File: src/hdl/axi_pkg.sv
// AXI3 field encodings for the bridge; single id, incrementing bursts and full words only
package axi_pkg;

    // burst length field holds beats minus one
    localparam logic [3:0] axi_len_line = 4'd3;

    localparam logic [3:0] axi_len_single = 4'd0;

    // four bytes per beat
    localparam logic [2:0] axi_size_word = 3'd2;

    localparam logic [1:0] axi_burst_incr = 2'd1;

    // only okay is produced by a well-behaved slave here
    localparam logic [1:0] axi_resp_okay = 2'd0;

endpackage

File: src/hdl/mem_pkg.sv
// memory side types and constants; fixed MIPS segments, one 4-word line, word accesses only
package mem_pkg;

    typedef logic [31:0] word_t;

    // one virtual or physical address, seen either by segment or by line position
    typedef union packed {
        struct packed {
            logic [2:0]  seg;
            logic [28:0] offset;
        } seg_view;
        struct packed {
            logic [27:0] tag;
            logic [1:0]  index;
            logic [1:0]  offset;
        } line_view;
    } vaddr_u;

    // top three address bits
    localparam logic [2:0] seg_kseg0 = 3'b100;

    localparam logic [2:0] seg_kseg1 = 3'b101;

    // words per line
    localparam int line_words = 4;

    // cpu size code of a full 32-bit access
    localparam logic [1:0] size_word = 2'd2;

endpackage

File: src/hdl/bus_ifs.sv
// internal CPU-side and line buses; one request in flight, no byte enables
`timescale 1ns/1ns

// sram-like request bus, req held until addr_ok, data_ok pulses once
interface sramx_if import mem_pkg::*; ();
    logic  req;
    logic  wr;
    word_t addr;
    word_t wdata;
    word_t rdata;
    logic  addr_ok;
    logic  data_ok;

    modport master (
        output req, wr, addr, wdata,
        input  rdata, addr_ok, data_ok
    );

    modport slave (
        input  req, wr, addr, wdata,
        output rdata, addr_ok, data_ok
    );
endinterface

// whole-line transfer bus, four beats per valid
interface cbus_if import mem_pkg::*; ();
    logic  valid;
    logic  is_write;
    word_t addr;
    word_t wdata;
    logic  ready;
    logic  last;
    word_t rdata;

    modport master (
        output valid, is_write, addr, wdata,
        input  ready, last, rdata
    );

    modport slave (
        input  valid, is_write, addr, wdata,
        output ready, last, rdata
    );
endinterface

File: src/hdl/addr_dispatch.sv
// fixed segment translation without TLB or exceptions; one request outstanding at a time
`timescale 1ns/1ns

module addr_dispatch import mem_pkg::*; (
    input logic    aclk,
    input logic    reset,
    sramx_if.slave  cpu,
    sramx_if.master cached_bus,
    sramx_if.master uncached_bus
);
    vaddr_u vaddr;
    vaddr_u paddr;
    logic   to_uncached;
    logic   busy;
    logic   busy_uncached;

    assign vaddr       = cpu.addr;
    assign to_uncached = vaddr.seg_view.seg == seg_kseg1;

    always_comb begin
        paddr = vaddr;
        if (vaddr.seg_view.seg == seg_kseg0) begin
            paddr.seg_view.seg[2] = 1'b0;
        end else if (to_uncached) begin
            paddr.seg_view.seg = 3'b000;
        end
    end

    assign cached_bus.req     = cpu.req && !busy && !to_uncached;
    assign cached_bus.wr      = cpu.wr;
    assign cached_bus.addr    = paddr;
    assign cached_bus.wdata   = cpu.wdata;
    assign uncached_bus.req   = cpu.req && !busy && to_uncached;
    assign uncached_bus.wr    = cpu.wr;
    assign uncached_bus.addr  = paddr;
    assign uncached_bus.wdata = cpu.wdata;

    // acceptance comes straight from the selected side
    assign cpu.addr_ok = !busy && (to_uncached ? uncached_bus.addr_ok : cached_bus.addr_ok);
    assign cpu.data_ok = busy_uncached ? uncached_bus.data_ok : cached_bus.data_ok;
    assign cpu.rdata   = busy_uncached ? uncached_bus.rdata : cached_bus.rdata;

    always_ff @(posedge aclk) begin
        if (reset) begin
            busy          <= 1'b0;
            busy_uncached <= 1'b0;
        end else if (cpu.req && cpu.addr_ok) begin
            busy          <= 1'b1;
            busy_uncached <= to_uncached;
        end else if (cpu.data_ok) begin
            busy <= 1'b0;
        end
    end

endmodule

File: src/hdl/line_buffer.sv
// single 4-word write-back line; a miss evicts a dirty line before the refill, req must stay held
`timescale 1ns/1ns

module line_buffer import mem_pkg::*; (
    input logic    aclk,
    input logic    reset,
    sramx_if.slave  cpu,
    cbus_if.master  line
);
    vaddr_u      req_addr;
    logic [27:0] tag_q;
    word_t       data_q [line_words];
    logic        valid_q;
    logic        dirty_q;
    logic        evicting;
    logic        refilling;
    logic [1:0]  beat;
    logic        hit;
    logic        data_ok_q;
    word_t       rdata_q;

    assign req_addr = cpu.addr;
    assign hit      = valid_q && (tag_q == req_addr.line_view.tag);

    // only served from the line, never during a transfer
    assign cpu.addr_ok = cpu.req && hit && !evicting && !refilling;
    assign cpu.data_ok = data_ok_q;
    assign cpu.rdata   = rdata_q;

    assign line.valid    = evicting || refilling;
    assign line.is_write = evicting;
    assign line.addr     = {(evicting ? tag_q : req_addr.line_view.tag), 4'b0000};
    assign line.wdata    = data_q[beat];

    // line storage and read data
    always_ff @(posedge aclk) begin
        if (refilling && line.ready) begin
            data_q[beat] <= line.rdata;
        end else if (cpu.addr_ok && cpu.wr) begin
            data_q[req_addr.line_view.index] <= cpu.wdata;
        end
        if (cpu.addr_ok) begin
            rdata_q <= data_q[req_addr.line_view.index];
        end
        if (refilling && line.ready && line.last) begin
            tag_q <= req_addr.line_view.tag;
        end
    end

    always_ff @(posedge aclk) begin
        if (reset) begin
            valid_q   <= 1'b0;
            dirty_q   <= 1'b0;
            evicting  <= 1'b0;
            refilling <= 1'b0;
            beat      <= 2'd0;
            data_ok_q <= 1'b0;
        end else begin
            data_ok_q <= cpu.addr_ok;
            if (line.ready) begin
                beat <= beat + 2'd1;
            end
            if (cpu.addr_ok && cpu.wr) begin
                dirty_q <= 1'b1;
            end
            // miss while idle
            if (!line.valid && cpu.req && !hit) begin
                if (valid_q && dirty_q) begin
                    evicting <= 1'b1;
                end else begin
                    refilling <= 1'b1;
                    valid_q   <= 1'b0;
                end
            end
            if (evicting && line.ready && line.last) begin
                evicting  <= 1'b0;
                refilling <= 1'b1;
                valid_q   <= 1'b0;
                dirty_q   <= 1'b0;
            end
            if (refilling && line.ready && line.last) begin
                refilling <= 1'b0;
                valid_q   <= 1'b1;
            end
        end
    end

endmodule

File: src/hdl/axi_master.sv
// one AXI3 master for line bursts and uncached beats; line wins, rresp and bresp are not checked
`timescale 1ns/1ns

module axi_master import mem_pkg::*, axi_pkg::*; (
    input  logic        aclk,
    input  logic        reset,
    cbus_if.slave       line,
    sramx_if.slave      single,
    output logic [31:0] araddr,
    output logic [3:0]  arlen,
    output logic [2:0]  arsize,
    output logic [1:0]  arburst,
    output logic        arvalid,
    input  logic        arready,
    input  logic [31:0] rdata,
    input  logic [1:0]  rresp,
    input  logic        rlast,
    input  logic        rvalid,
    output logic        rready,
    output logic [31:0] awaddr,
    output logic [3:0]  awlen,
    output logic [2:0]  awsize,
    output logic [1:0]  awburst,
    output logic        awvalid,
    input  logic        awready,
    output logic [31:0] wdata,
    output logic [3:0]  wstrb,
    output logic        wlast,
    output logic        wvalid,
    input  logic        wready,
    input  logic [1:0]  bresp,
    input  logic        bvalid,
    output logic        bready
);
    logic       idle;
    logic       owner_line;
    logic       data_ok_q;
    word_t      addr_q;
    word_t      wdata_q;
    word_t      rdata_q;
    logic [3:0] beat;

    // each channel flag is one FSM state, none set means idle
    assign idle = !(arvalid || rready || awvalid || wvalid || bready);

    assign single.addr_ok = idle && single.req && !line.valid;
    assign single.data_ok = data_ok_q;
    assign single.rdata   = rdata_q;

    assign araddr  = addr_q;
    assign awaddr  = addr_q;
    assign arlen   = owner_line ? axi_len_line : axi_len_single;
    assign awlen   = owner_line ? axi_len_line : axi_len_single;
    assign arsize  = axi_size_word;
    assign awsize  = axi_size_word;
    assign arburst = axi_burst_incr;
    assign awburst = axi_burst_incr;
    assign wdata   = owner_line ? line.wdata : wdata_q;
    assign wstrb   = 4'hf;
    assign wlast   = beat == awlen;

    // final write beat of a line is acknowledged on b, not on w
    assign line.rdata = rdata;
    assign line.ready = owner_line && ((rready && rvalid) || (wvalid && wready && !wlast)
                        || (bready && bvalid));
    assign line.last  = owner_line && ((rready && rvalid && rlast) || (bready && bvalid));

    always_ff @(posedge aclk) begin
        if (idle) begin
            addr_q  <= line.valid ? line.addr : single.addr;
            wdata_q <= single.wdata;
        end
        if (rready && rvalid && !owner_line) begin
            rdata_q <= rdata;
        end
    end

    always_ff @(posedge aclk) begin
        if (reset) begin
            arvalid    <= 1'b0;
            rready     <= 1'b0;
            awvalid    <= 1'b0;
            wvalid     <= 1'b0;
            bready     <= 1'b0;
            owner_line <= 1'b0;
            beat       <= 4'd0;
            data_ok_q  <= 1'b0;
        end else begin
            data_ok_q <= 1'b0;
            if (line.valid || single.addr_ok) begin
                if (idle) begin
                    owner_line <= line.valid;
                    if (line.valid ? line.is_write : single.wr) begin
                        awvalid <= 1'b1;
                    end else begin
                        arvalid <= 1'b1;
                    end
                end
            end
            if (arvalid && arready) begin
                arvalid <= 1'b0;
                rready  <= 1'b1;
            end
            if (rready && rvalid && rlast) begin
                rready    <= 1'b0;
                data_ok_q <= !owner_line;
            end
            if (awvalid && awready) begin
                awvalid <= 1'b0;
                wvalid  <= 1'b1;
            end
            if (wvalid && wready) begin
                beat <= beat + 4'd1;
                if (wlast) begin
                    wvalid <= 1'b0;
                    bready <= 1'b1;
                    beat   <= 4'd0;
                end
            end
            if (bready && bvalid) begin
                bready    <= 1'b0;
                data_ok_q <= !owner_line;
            end
        end
    end

endmodule

File: src/hdl/mem_bridge_top.sv
// CPU data port to AXI3 bridge; data_size is ignored since every access is a full word
`timescale 1ns/1ns

module mem_bridge_top import mem_pkg::*; (
    input  logic        aclk,
    input  logic        reset,
    input  logic        data_req,
    input  logic        data_wr,
    input  logic [1:0]  data_size,
    input  word_t       data_addr,
    input  word_t       data_wdata,
    output word_t       data_rdata,
    output logic        data_addr_ok,
    output logic        data_data_ok,
    output logic [31:0] araddr,
    output logic [3:0]  arlen,
    output logic [2:0]  arsize,
    output logic [1:0]  arburst,
    output logic        arvalid,
    input  logic        arready,
    input  logic [31:0] rdata,
    input  logic [1:0]  rresp,
    input  logic        rlast,
    input  logic        rvalid,
    output logic        rready,
    output logic [31:0] awaddr,
    output logic [3:0]  awlen,
    output logic [2:0]  awsize,
    output logic [1:0]  awburst,
    output logic        awvalid,
    input  logic        awready,
    output logic [31:0] wdata,
    output logic [3:0]  wstrb,
    output logic        wlast,
    output logic        wvalid,
    input  logic        wready,
    input  logic [1:0]  bresp,
    input  logic        bvalid,
    output logic        bready
);
    sramx_if cpu ();
    sramx_if cached_bus ();
    sramx_if uncached_bus ();
    cbus_if  line ();

    assign cpu.req      = data_req;
    assign cpu.wr       = data_wr;
    assign cpu.addr     = data_addr;
    assign cpu.wdata    = data_wdata;
    assign data_rdata   = cpu.rdata;
    assign data_addr_ok = cpu.addr_ok;
    assign data_data_ok = cpu.data_ok;

    addr_dispatch u_dispatch (
        .aclk,
        .reset,
        .cpu          (cpu.slave),
        .cached_bus   (cached_bus.master),
        .uncached_bus (uncached_bus.master)
    );

    line_buffer u_line_buffer (
        .aclk,
        .reset,
        .cpu  (cached_bus.slave),
        .line (line.master)
    );

    axi_master u_axi_master (
        .aclk,
        .reset,
        .line   (line.slave),
        .single (uncached_bus.slave),
        .araddr, .arlen, .arsize, .arburst, .arvalid, .arready,
        .rdata, .rresp, .rlast, .rvalid, .rready,
        .awaddr, .awlen, .awsize, .awburst, .awvalid, .awready,
        .wdata, .wstrb, .wlast, .wvalid, .wready,
        .bresp, .bvalid, .bready
    );

endmodule

File: config.mk
export PLATFORM = sky130hd
export DESIGN_NAME = mem_bridge_top
export DESIGN_NICKNAME = d
export VERILOG_FILES = /design/src/hdl/axi_pkg.sv /design/src/hdl/mem_pkg.sv /design/src/hdl/bus_ifs.sv /design/src/hdl/addr_dispatch.sv /design/src/hdl/line_buffer.sv /design/src/hdl/axi_master.sv /design/src/hdl/mem_bridge_top.sv
export SDC_FILE = /design/constraint.sdc
export NUM_CORES = 1
export LEC_CHECK = 0
export ABC_AREA = 1
export BUFFER_PORTS_ARGS = -buffer_cell sky130_fd_sc_hd__buf_2
export CAP_MARGIN = 0
export CORE_ASPECT_RATIO = 1.5
export CORE_MARGIN = 3
export CORE_UTILIZATION = 40
export CTS_BUF_LIST = sky130_fd_sc_hd__clkbuf_4 sky130_fd_sc_hd__clkbuf_8
export DETAILED_ROUTE_END_ITERATION = 10
export GPL_TIMING_DRIVEN = 0
export PLACE_DENSITY = 0.6
export SYNTH_ARGS = -nofsm -noshare
export SYNTH_HDL_FRONTEND = slang
export SYNTH_HIERARCHICAL = 1
export SYNTH_SLANG_ARGS = --single-unit
export TNS_END_PERCENT = 20
File: constraint.sdc
create_clock -name aclk -period 4.4 [get_ports aclk]
set_input_delay 0.22 -clock aclk [delete_from_list [all_inputs] [get_ports aclk]]
set_output_delay 0.22 -clock aclk [all_outputs]
set_load 0.005 [all_outputs]
# After elaboration in Yosys (flattened, before gate mapping)
# Memory sizes are Yosys's and may differ from the RTL's. A register that Yosys moved wholly into a read port is not among the register bits.
# Cells that the tools add are included.
totals:
  reg_bits: 144
  mem_bits_rw: 128
  output_inout_bits: 158
  word_cells: 132
  n_memories: 1
memory_table:
  columns: ["memory", "words", "width", "read_ports", "rd_clocked_by_memory_dff", "write_ports", "line_no", "text"]
  rows:
  - ["u_line_buffer.data_q", 4, 32, 2, 2, 1, "line_buffer.sv:12", "word_t data_q [line_words];"]
classes:
  addsub: 2
  eq_ne: 6
  n_mux: 36
  bitwise_logic: 2
  reduce_logical: 64
op_table:
  columns: ["operator", "n"]
  rows:
  - ["$mux W32", 4]
  - ["$reduce_or A32 Y1", 1]
  - ["$logic_and A1 B1 Y1", 29]
  - ["$eq A28 B28 Y1", 1]
  - ["$mux W28", 1]
  - ["$mux W1", 24]
  - ["$reduce_or A2 Y1", 6]
  - ["$mux W2", 5]
  - ["$reduce_and A2 Y1", 5]
  - ["$logic_not A1 Y1", 9]
  - ["$logic_or A1 B1 Y1", 9]
  - ["$eq A3 B3 Y1 const B", 2]
  - ["$reduce_and A3 Y1", 2]
  - ["$add A4 B1 Y4 const B", 1]
  - ["$eq A4 B4 Y1", 1]
  - ["$mux W4", 1]
  - ["$reduce_bool A2 Y1", 2]
  - ["$mux W3", 1]
  - ["$ne A3 B2 Y1 const B", 1]
  - ["$reduce_bool A3 Y1", 1]
  - ["$add A2 B1 Y2 const B", 1]
  - ["$ne A2 B2 Y1 const B", 1]
  - ["$not A1 Y1", 2]

# Logic depth before layout (Yosys ltp)
# Gate-level depths: netlist of the first run.
depth:
  word_depth: 14
  mapped_depth: 18

# Modules after synthesis
# Netlist of the first run, hierarchy kept.
by_module_without_submodules:
  columns: ["mod", "n_inst", "cells_each", "area_per_inst_um2", "seq_area_each_um2"]
  rows:
  - ["line_buffer", 1, 1047, 9522.9, 5825.6]
  - ["axi_master", 1, 479, 4924.7, 3103.0]
  - ["addr_dispatch", 1, 260, 1532.7, 40.0]

# Worst setup path before layout of the first run
# No wires, ideal clock.
synth_timing:
  path_type: "input to register"
  startpoint: "input data_addr[30]"
  endpoint: "memory u_line_buffer/data_q[1][0] (netlist bit), enable pin"
  setup_ps: 421
  arrival_ps: 2869
  t_required_ps: 3979
  setup_slack_ps: 1110
  stages: 15
  n_path_buf: 1
  cell_sequence: "inv_2 -> a21boi_0 -> inv_1 -> nand2_1 -> nand2_1 -> nor2_1 -> nand2_1 -> nor2_1 -> nand2_1 -> nor2_2 -> nand3_2 -> buf_6 -> nand2_1 -> o21ai_1 -> nor2_1"
synth_via:
  elab_chain_cells: 14
  word_cells_on_any_way: 19
  cone_classes: "3 x eq/ne; 8 x mux; 8 x reduce/logical"
synth_lines:
  columns: ["item", "line_no", "text"]
  rows:
  - ["start, declared", "mem_bridge_top.sv:10", "input word_t data_addr,"]
  - ["$eq A3 B3 Y1", "addr_dispatch.sv:18", "assign to_uncached = vaddr.seg_view.seg == seg_kseg1;"]
  - ["$mux W3", "addr_dispatch.sv:24", "end else if (to_uncached) begin"]
  - ["$mux W2 *", "addr_dispatch.sv:22", "if (vaddr.seg_view.seg == seg_kseg0) begin"]
  - ["via cached_bus.addr[29]", "bus_ifs.sv:8", "word_t addr;"]
  - ["$eq A28 B28 Y1 *", "line_buffer.sv:23", "assign hit = valid_q && (tag_q == req_addr.line_view.tag);"]
  - ["$logic_and A1 B1 Y1 *", "line_buffer.sv:23", null]
  - ["$logic_and A1 B1 Y1 * (3 in series)", "line_buffer.sv:26", "assign cpu.addr_ok = cpu.req && hit && !evicting && !refilling;"]
  - ["$logic_and A1 B1 Y1 *", "line_buffer.sv:39", "end else if (cpu.addr_ok && cpu.wr) begin"]
  - ["$mux W1 *", "line_buffer.sv:39", null]
  - ["$mux W1 *", "line_buffer.sv:37", "if (refilling && line.ready) begin"]
  - ["$mux W1 (not written as such) *", "line_buffer.sv:40", "data_q[req_addr.line_view.index] <= cpu.wdata;"]
  - ["$reduce_or A32 Y1 (no source line)", null, null]
  - ["$mux W2 (no source line) or $mux W1 (tied branches)", null, null]
  - ["end, declared", "line_buffer.sv:12", null]
# Mark *: on every way through the listed nets, which the timed path passes. The rest lies on a longest branch.

# Worst setup path in the final report of the first run
layout_timing:
  startpoint: "register u_line_buffer.tag_q[18]"
  endpoint: "output data_addr_ok"
layout_via:
  elab_chain_cells: 7
layout_lines:
  columns: ["item", "line_no", "text"]
  rows:
  - ["start, declared", "line_buffer.sv:11", "logic [27:0] tag_q;"]
  - ["start signal, assigned", "line_buffer.sv:46", "tag_q <= req_addr.line_view.tag;"]
  - ["$eq A28 B28 Y1", "line_buffer.sv:23", null]
  - ["$logic_and A1 B1 Y1", "line_buffer.sv:23", null]
  - ["$logic_and A1 B1 Y1 (3 in series)", "line_buffer.sv:26", null]
  - ["via cached_bus.addr_ok", "bus_ifs.sv:11", "logic addr_ok;"]
  - ["$mux W1", "addr_dispatch.sv:39", "assign cpu.addr_ok = !busy && (to_uncached ? uncached_bus.addr_ok : cached_bus.addr_ok);"]
  - ["$logic_and A1 B1 Y1", "addr_dispatch.sv:39", null]
  - ["end, declared", "mem_bridge_top.sv:13", "output logic data_addr_ok,"]
# The timed path passes the listed nets, and every way through them passes these cells.

==> results_dict.tcl, run 1 <==
set metrics [dict create \
    grt_usage_pct 22.20 \
    timing.final.ws_setup_ps 929.5 \
    die-area_um2 42400 \
    path_max_fanout 33 \
    area_growth_pct 24.46 \
    grt_pass1_vias 13175 \
    clock_skew_ps 23.14 \
    core.rowCount 89 \
    h-tree-depth 2 \
    setup_viol 0 \
    critPathArrivalTime_ps 3250 \
    criticalPathCategory "reg2out" \
    wl_per_cell_um 17.92 \
    pre_cts_slack_ps 910.8 \
    clk_pin_slew_worst_paths_ps 60 \
    final_core_util_pct 50.41 \
    tightest_slew_ps 1318 \
    maxSlewViolCount 0 \
    initial_utilization_pct 40.50 \
    worstPathRequired_ps 4180 \
    dp_hpwl_mm 33.76 \
    cts.path.max_buffers 3 \
    numCtsBuffers 49 \
    fp.dieH_um 250.7 \
    gp_congestion 0.9356 \
    synth_area_um2 15970 \
    ant_nets 0 \
    vias_per_cell 4.909 \
    clock_latency_ps 610 \
    dr.pass1.iters 7 \
    hp-class "in2reg" \
    ctsResizeCount 0 \
    hold_viol 0 \
    io_pins 270 \
    instances_no_fill 2690 \
    cts_tree "done" \
    rsz0062_at_grt "no" \
    nets 2261 \
    drc 0 \
    grt_overflow_total 0 \
    min_period_ps 3471 \
    max_cap_violations 0 \
    antenna_found_initial 5 \
    r2r_cells 5 \
    status "complete, no violations" \
    hold_depth 3 \
    chipWidth_um 169.1 \
    post-cts-setup-buffers 0 \
    leakagePower_uw 0.008813 \
    vdd_drop_max_mv 0.2093 \
    ctsRootBufferMaster "clkbuf_8" \
    critPathLaunchType "flip-flop" \
    period_share_pct 78.88 \
    grt_max_degree 34 \
    routed_wl_mm 48.22 \
    ys.warnings.count 6 \
    maxSlewHeadroom_pct 12.03 \
    portBuffers 183 \
    synthCells 1784 \
    num_vias 13206 \
    core_um2 39420 \
    synth_area_per_cell_um2 8.949 \
    grt_pass1_wl_mm 72.68 \
    drive_above_1_share_pct 24.55 \
    drt_iter0_markers 1086 \
    end_kind "output port" \
    powerDensity_nw_per_um2 357.4 \
    cts.sinks 306 \
    fmax_ghz 0.2881 \
    place_inst 2494 \
]
-- final timing paths --
kind,startpoint,endpoint,slack [ps]
max reg2reg,u_axi_master/owner_line$_SDFFE_PP0P_,u_line_buffer/tag_q[15]$_DFFE_PP_,1080
min,data_addr[30],u_line_buffer/tag_q[27]$_DFFE_PP_,50
min reg2reg,u_line_buffer/dirty_q$_SDFFE_PP0P_,u_line_buffer/dirty_q$_SDFFE_PP0P_,480
max,u_line_buffer/tag_q[18]$_DFFE_PP_,data_addr_ok,930
-- layout by cell type (no fill, tap or decap), types with 6 or more instances in the layout --
master	instances
nand3_1	21
conb_1	22
nand2_1	537
nor2_1	183
buf_4	215
dfxtp_1	22
clkinv_1	15
inv_2	7
a21oi_1	15
buf_2	203
dlygate4sd3_1	103
o21ai_1	29
nand4_1	7
edfxtp_1	284
clkbuf_8	50
nor2_4	6
o22ai_1	64
inv_1	126
o21ai_0	165
clkbuf_1	49
clkbuf_4	13
clkinv_2	7
-- final cells by class --
type | count | area [µm²]
fillers | 3720 | 19550
flip-flops and latches | 306 | 8969
multi-input cells | 1072 | 4633
repair buffers | 294 | 2145
plain buffers | 289 | 1954
clock buffers | 63 | 785.8
well taps | 500 | 625.6
inverters | 136 | 518.0
clock inverters | 27 | 232.7
diodes | 3 | 7.507
-- state kept, by name, summed over array words and instances, names as in the netlist, 2 cells and up, named ones only --
signal and count:
u_line_buffer/data_q 128, u_line_buffer/cpu.rdata 32, u_axi_master/beat 4, u_axi_master/wdata_q 32
u_axi_master/araddr 32, u_line_buffer/tag_q 28, u_axi_master/single.rdata 32, u_line_buffer/beat 2
-- critical path: stages (launching register included) --
cell      delay (ps)
edfxtp_1         440
xnor2_1          350
nand2_1          130
nor2_1           120
nand2_1           70
nor2_2           190
nand2_1          110
inv_2            690
nand2_2          130
a21oi_1          270
buf_2            170
-- metrics by stage --
stage,area (µm²),TNS [ps],power (µW),hold slack (ps)
floorplan,16040,0,4036,289.1
global route,19870,0,7415,42.87
finish,19870,0,7102,46.72
CTS,19860,0,7197,8.080
global placement,17580,-105060,4446,397.9
detailed placement,17810,0,4493,399.4
-- per-layer routing --
metal	share of wire (%)	routed length, µm	global-route usage, %	up-vias
met5	0.056	27	0	-
met4	3.9	1884	9.238	4
met3	7.7	3734	4.136	146
met2	52	24970	40.88	589
met1	37	17600	24.89	6084
li1	-	-	-	6383
-- repair_timing --
item / 4_1_cts / 5_1_grt
endpoints found under the hold margin: 138 / 0
hold buffers: 103 / 0
setup endpoints to repair: 0 / 0
-- power breakdown --
group          internal (µW)  switching (µW)
Sequential              3360            60.1
Clock                   1410            1180
Combinational            535             554
Total                   5300            1800
No activity file was read; power rests on OpenSTA's default activity.
==> inputs of run 2 (changes only) <==
- PLACE_DENSITY: 0.6 -> 0.62
- clock period: 4.4 -> 2.9 ns (I/O delays scaled with it)
==> run 2 against run 1 <==
  * The flow now finishes with violations (negative setup slack)
  * Power grew 54%
  * Setup slack lost 930 ps
  * Sequential power grew 51%
  * Via count grew 1.1%
  * First-iteration DRC count shrank 14%
  * Count of clock-buffer cells in the layout shrank 1
  * Die area is the same
  * Sequential share of layout area shrank 0.55 points
  * Critical path depth grew 5
  * Cell count grew 0.33%
  * Largest power group unchanged
==> results_dict.tcl, run 2 (same netlist as run 1, synthesis figures left out) <==
set metrics [dict create \
    hold_viol 0 \
    reg2reg_from "u_line_buffer/tag_q[13]$_DFFE_PP_" \
    vdd_drop_max_mv 0.3663 \
    vias_per_cell 4.944 \
    area_growth_pct 26.00 \
    core.rowCount 89 \
    chipWidth_um 169.1 \
    core_um2 39420 \
    endpoint "u_dispatch/busy$_SDFFE_PP0P_" \
    die-area_um2 42400 \
    grt_usage_pct 21.97 \
    r2r_cells 15 \
    ant_nets 0 \
    grt_overflow_total 0 \
    routed_wl_mm 48.20 \
    num_vias 13345 \
    power_uw 10920 \
    tns_ps -4.030 \
    max_cap_violations 0 \
    drive_above_1_share_pct 25.49 \
    dr.pass1.iters 6 \
    cts_tree "done" \
    final_core_util_pct 51.03 \
    layout_commonest_cell "nand2_1" \
    nets 2271 \
    wl_per_cell_um 17.86 \
    fmax_ghz 0.3443 \
    h-tree-depth 2 \
    clock_skew_ps 28.59 \
    grt_pass1_vias 13182 \
    ff_latch_area_um2 8969 \
    end_kind "flip-flop" \
    dp_hpwl_mm 33.57 \
    rsz0062_at_grt "yes" \
    min_period_ps 2904 \
    initial_utilization_pct 40.50 \
    tightest_slew_ps 679.1 \
    timing.final.ws_setup_ps -4.030 \
    r2r-end "u_dispatch/busy$_SDFFE_PP0P_" \
    multiInputGateArea_um2 4669 \
    hp-class "in2reg" \
    io_pins 270 \
    antenna_found_initial 4 \
    numCtsBuffers 47 \
    grt_max_degree 33 \
    path_max_fanout 3 \
    ctsRootBufferMaster "clkbuf_8" \
    maxSlewViolCount 0 \
    setup_viol 1 \
    nFillCells 3697 \
    worstPathRequired_ps 3430 \
    powerDensity_nw_per_um2 543.0 \
    drc 0 \
    min_from "data_wdata[19]" \
    largest_reg_flops 128 \
    fp.dieH_um 250.7 \
    ff2ff_setup_slack_ps -4 \
    critPathLaunchType "flip-flop" \
    gp_congestion 0.9087 \
    criticalPathCategory "reg2reg" \
    cts.path.max_buffers 3 \
    cts.sinks 306 \
    portBuffers 183 \
    clock_latency_ps 600 \
    clk_pin_slew_worst_paths_ps 70 \
    leakagePower_uw 0.008897 \
    maxSlewHeadroom_pct 54.73 \
    violations "negative setup slack" \
    crit_start "u_line_buffer/tag_q[13]$_DFFE_PP_" \
    drt_iter0_markers 930 \
    period_share_pct 100.1 \
    critPathArrivalTime_ps 3440 \
    top_register "u_line_buffer/data_q" \
    grt_pass1_wl_mm 72.15 \
    final_cell_mix "529 x nand2_1, 284 x edfxtp_1, 215 x buf_4" \
    status "finished with violations" \
]
## run 2: cell count changes in the layout (fill, tap and decap cells not counted), sizes merged
cell,before,now
inv,136,134
buf,431,435
clkinvlp,0,2
clkbuf,112,111
dlygate4sd3,103,110
clkinv,23,21
bufinv,4,6
diode,3,2
## run 2: metal layers
layer	part of all wire [%]	wire length [µm]	track usage (%)	vias to the layer above
met2	53	25320	41.03	628
li1	-	-	-	6400
met5	0.056	27	0	-
met4	4.4	2126	9.752	4
met1	35	17070	23.77	6161
met3	7.6	3656	4.215	152
## run 2: where the power goes
part	switching [µW]	internal, µW	total, µW
Combinational	851	819	1670
Clock	1770	2310	4070
Sequential	88.8	5090	5180
## run 2: critical path, cell delays in order, from the launching register on
cell           delay, ps
edfxtp_1             430
nand2_2              170
nand2_1               70
nor2_1               100
nand2_1               60
nor2_1               100
nand2_1              120
nor2_4               150
nand2_1              100
inv_2                100
nand2_2               70
nand2_2               70
nand3_2               70
dlygate4sd3_1        550
a21oi_1              120
dlygate4sd3_1        570
## run 2: layout make-up
type	count	area share, %
repair buffers	305	11.41
clock buffers	62	3.869
repair inverters	1	0.03732
clock inverters	26	1.431
flip-flops and latches	306	44.58
well taps	500	3.110
diodes	2	0.02488
inverters	136	2.600
multi-input cells	1072	23.21
plain buffers	289	9.728
## run 2: through the flow
stage | instance area (µm²) | hold slack (ps) | setup WS, ps | std cells
2_1_floorplan | 16040 | 214.1 | -314.6 | 1803
3_3_place_gp | 17580 | 323.0 | -2269 | 2486
3_5_place_dp | 17830 | 324.6 | -487.7 | 2495
4_1_cts | 20060 | 0.7776 | 0.3189 | 2695
5_1_grt | 20110 | 21.03 | -234.4 | 2698
6_report | 20120 | 21.39 | -4.030 | 2699
## run 2: worst min-delay path by stage
| stage | endpoint | slack [ps] | depth (start not counted) |
|---|---|---|---|
| global route | u_line_buffer/data_q[0][3]$_DFFE_PP_ | 20 | 3 |
| CTS | u_line_buffer/data_q[2][19]$_DFFE_PP_ | 0.8 | 3 |
| finish | u_line_buffer/data_q[2][19]$_DFFE_PP_ | 20 | 3 |
| detailed placement | u_axi_master/wdata_q[27]$_DFFE_PN_ | 320 | 1 |
| global placement | u_axi_master/wdata_q[17]$_DFFE_PN_ | 320 | 1 |
| floorplan | u_axi_master/owner_line$_SDFFE_PP0P_ | 210 | 1 |
## run 2: what timing repair did
item / CTS / global route
gates resized for setup: 12 / 7
hold buffers: 110 / 0
gates cloned: 1 / 0
endpoints found under the hold margin: 239 / 0
endpoints found under the setup margin: 156 / 104
pin swaps: 1 / 2
buffers inserted: 1 / 2
==> inputs of run 3 (changes only) <==
- CORE_UTILIZATION: 40 -> 53
- PLACE_DENSITY: 0.62 -> 0.79
==> run 3 against run 2 <==
  * Largest power group unchanged
  * Critical endpoint is now data_addr_ok
  * First-iteration DRC count up 40%
  * Non-clock buffer count is 4 lower
  * Clock power decreased by 13%
  * Sequential share of layout area rose by 0.72 points
  * Largest cell class unchanged
  * The run now ends clean
  * Core utilization is 16 points higher
  * Highest routed layer is now met4
  * Hold slack better by 8.9 ps
  * Sequential cell count unchanged
  * Global-route usage grew 6.5 points
  * Cell count down 4.3%
==> results_dict.tcl, run 3 (same netlist as run 1, synthesis figures left out) <==
set metrics [dict create \
    status "complete, no violations" \
    top_register "u_line_buffer/data_q" \
    drc 0 \
    tightest_slew_ps 711.5 \
    wl_per_cell_um 18.45 \
    ant_nets 0 \
    portBuffers 183 \
    leakagePower_uw 0.008794 \
    end_kind "output port" \
    grt_overflow_total 0 \
    die-area_um2 32280 \
    grt_max_degree 34 \
    final_area_um2 19800 \
    core_um2 29580 \
    power.share.sequential_pct 49.8 \
    cts_tree "done" \
    fp.dieH_um 218.6 \
    placed_cell_area_um2 17680 \
    h-tree-depth 2 \
    initial_utilization_pct 53.98 \
    numCtsBuffers 45 \
    swShare_pct 25.34 \
    criticalPathCategory "reg2out" \
    antenna_found_initial 1 \
    clock_latency_ps 580 \
    cts.path.max_buffers 3 \
    critPathArrivalTime_ps 2730 \
    worstPathRequired_ps 2760 \
    hp-class "in2reg" \
    internal_power_uw 7780 \
    cts.sinks 306 \
    maxSlewViolCount 0 \
    fmax_ghz 0.3484 \
    grt_pass1_wl_mm 71.09 \
    min_period_ps 2870 \
    max_cap_violations 0 \
    drt_iter0_markers 1305 \
    drive_above_1_share_pct 24.87 \
    clk_pin_slew_worst_paths_ps 70 \
    path_max_fanout 33 \
    grt_pass1_vias 13553 \
    largest_reg_flops 128 \
    ctsRootBufferMaster "clkbuf_8" \
    dp_hpwl_mm 32.11 \
    grt_usage_pct 28.45 \
    clock_skew_ps 20.96 \
    timing.final.ws_setup_ps 29.67 \
    num_vias 13668 \
    powerDensity_nw_per_um2 526.3 \
    dr.pass1.iters 7 \
    vdd_drop_max_mv 0.3904 \
    routed_wl_mm 47.67 \
    nets 2264 \
    hold_viol 0 \
    maxSlewHeadroom_pct 52.47 \
    pwr-share-clk_pct 33.9 \
    pre_cts_slack_ps -410.0 \
    chipWidth_um 147.7 \
    period_share_pct 98.98 \
    io_pins 270 \
    ff2ff_setup_slack_ps 70 \
    setup_viol 0 \
    rsz0062_at_grt "yes" \
    layout_commonest_cell "nand2_1" \
    vias_per_cell 5.289 \
    gp_congestion 0.8994 \
    core.rowCount 77 \
    power_switching_uw 2640 \
    final_cell_mix "535 x nand2_1, 284 x edfxtp_1, 215 x buf_4" \
    area_growth_pct 24.01 \
    comb_power_share_pct 16.3 \
    critPathLaunchType "flip-flop" \
]
[run 3: changes by cell type in the layout (fill, tap and decap cells not counted), sizes merged]
cell,previous run,this run
dlygate4sd3,110,108
inv,134,133
bufinv,6,4
clkbuf,111,102
clkinv,21,27
buf,435,433
[run 3: area by class of cell]
cell class                 count  area (µm²)
fill                        2238        9778
sequential                   306        8969
multi-input combinational   1072        4687
timing repair buffer         301        2235
buffer                       289        1954
clock buffer                  53       691.9
inverter                     136       549.3
tap                          395       494.2
clock inverter                30       214.0
antenna                        2       5.005
[run 3: path summary, 6_finish.rpt]
kind	start	endpoint	depth (start not counted)
setup / recovery	u_line_buffer/tag_q[9]$_DFFE_PP_	data_addr_ok	13
hold / removal	data_wdata[9]	u_line_buffer/data_q[3][9]$_DFFE_PP_	3
setup reg to reg	u_line_buffer/tag_q[9]$_DFFE_PP_	u_line_buffer/data_q[1][3]$_DFFE_PP_	14
hold reg to reg	u_line_buffer/dirty_q$_SDFFE_PP0P_	u_line_buffer/dirty_q$_SDFFE_PP0P_	2
[run 3: what timing repair did]
action	CTS	global route
hold buffers	108	0
buffers inserted	1	1
resized for setup	10	10
endpoints found under the setup margin	157	87
hold endpoints to repair	202	0
pin swaps	1	3
[run 3: worst max-delay path, stage by stage (launching register included)]
cell       delay (ps)
edfxtp_1          380
inv_1              50
nand2_1           160
nand2_1           120
nor2_1            110
nand2_1            60
nor2_1            120
nand2_1           150
nor2_4            150
nand2_1           110
bufinv_16         340
nand2_2           100
a21oi_2           170
buf_2             140
[run 3: power by group through the flow]
stage	logic, µW	registers [µW]	clock network [µW]
floorplan	848	5280	0
detailed placement	1540	5270	0
CTS	1670	5190	3600
global placement	1440	5280	0
finish	1700	5190	3530
global route	1840	5210	3790
[run 3: per-layer routing]
layer	up-vias	wire [µm]	GRT usage (%)
met5	-	0	0
met4	0	2512	16.04
met3	183	4310	5.787
met2	812	25160	53.02
met1	6293	15690	29.42
li1	6380	-	-
[run 3: stage by stage]
step / power (µW) / hold WS (ps) / utilization [%] / setup TNS (ps) / cells
global placement: 6718 / 322.8 / 58.99 / -320680 / 2381
CTS: 10460 / 1.421 / 66.72 / -47.31 / 2581
global route: 10840 / 21.13 / 66.93 / -523.8 / 2583
floorplan: 6124 / 214.1 / - / -37420 / 1803
detailed placement: 6810 / 324.3 / 59.78 / -48160 / 2389
finish: 10420 / 30.28 / 66.94 / 0 / 2584
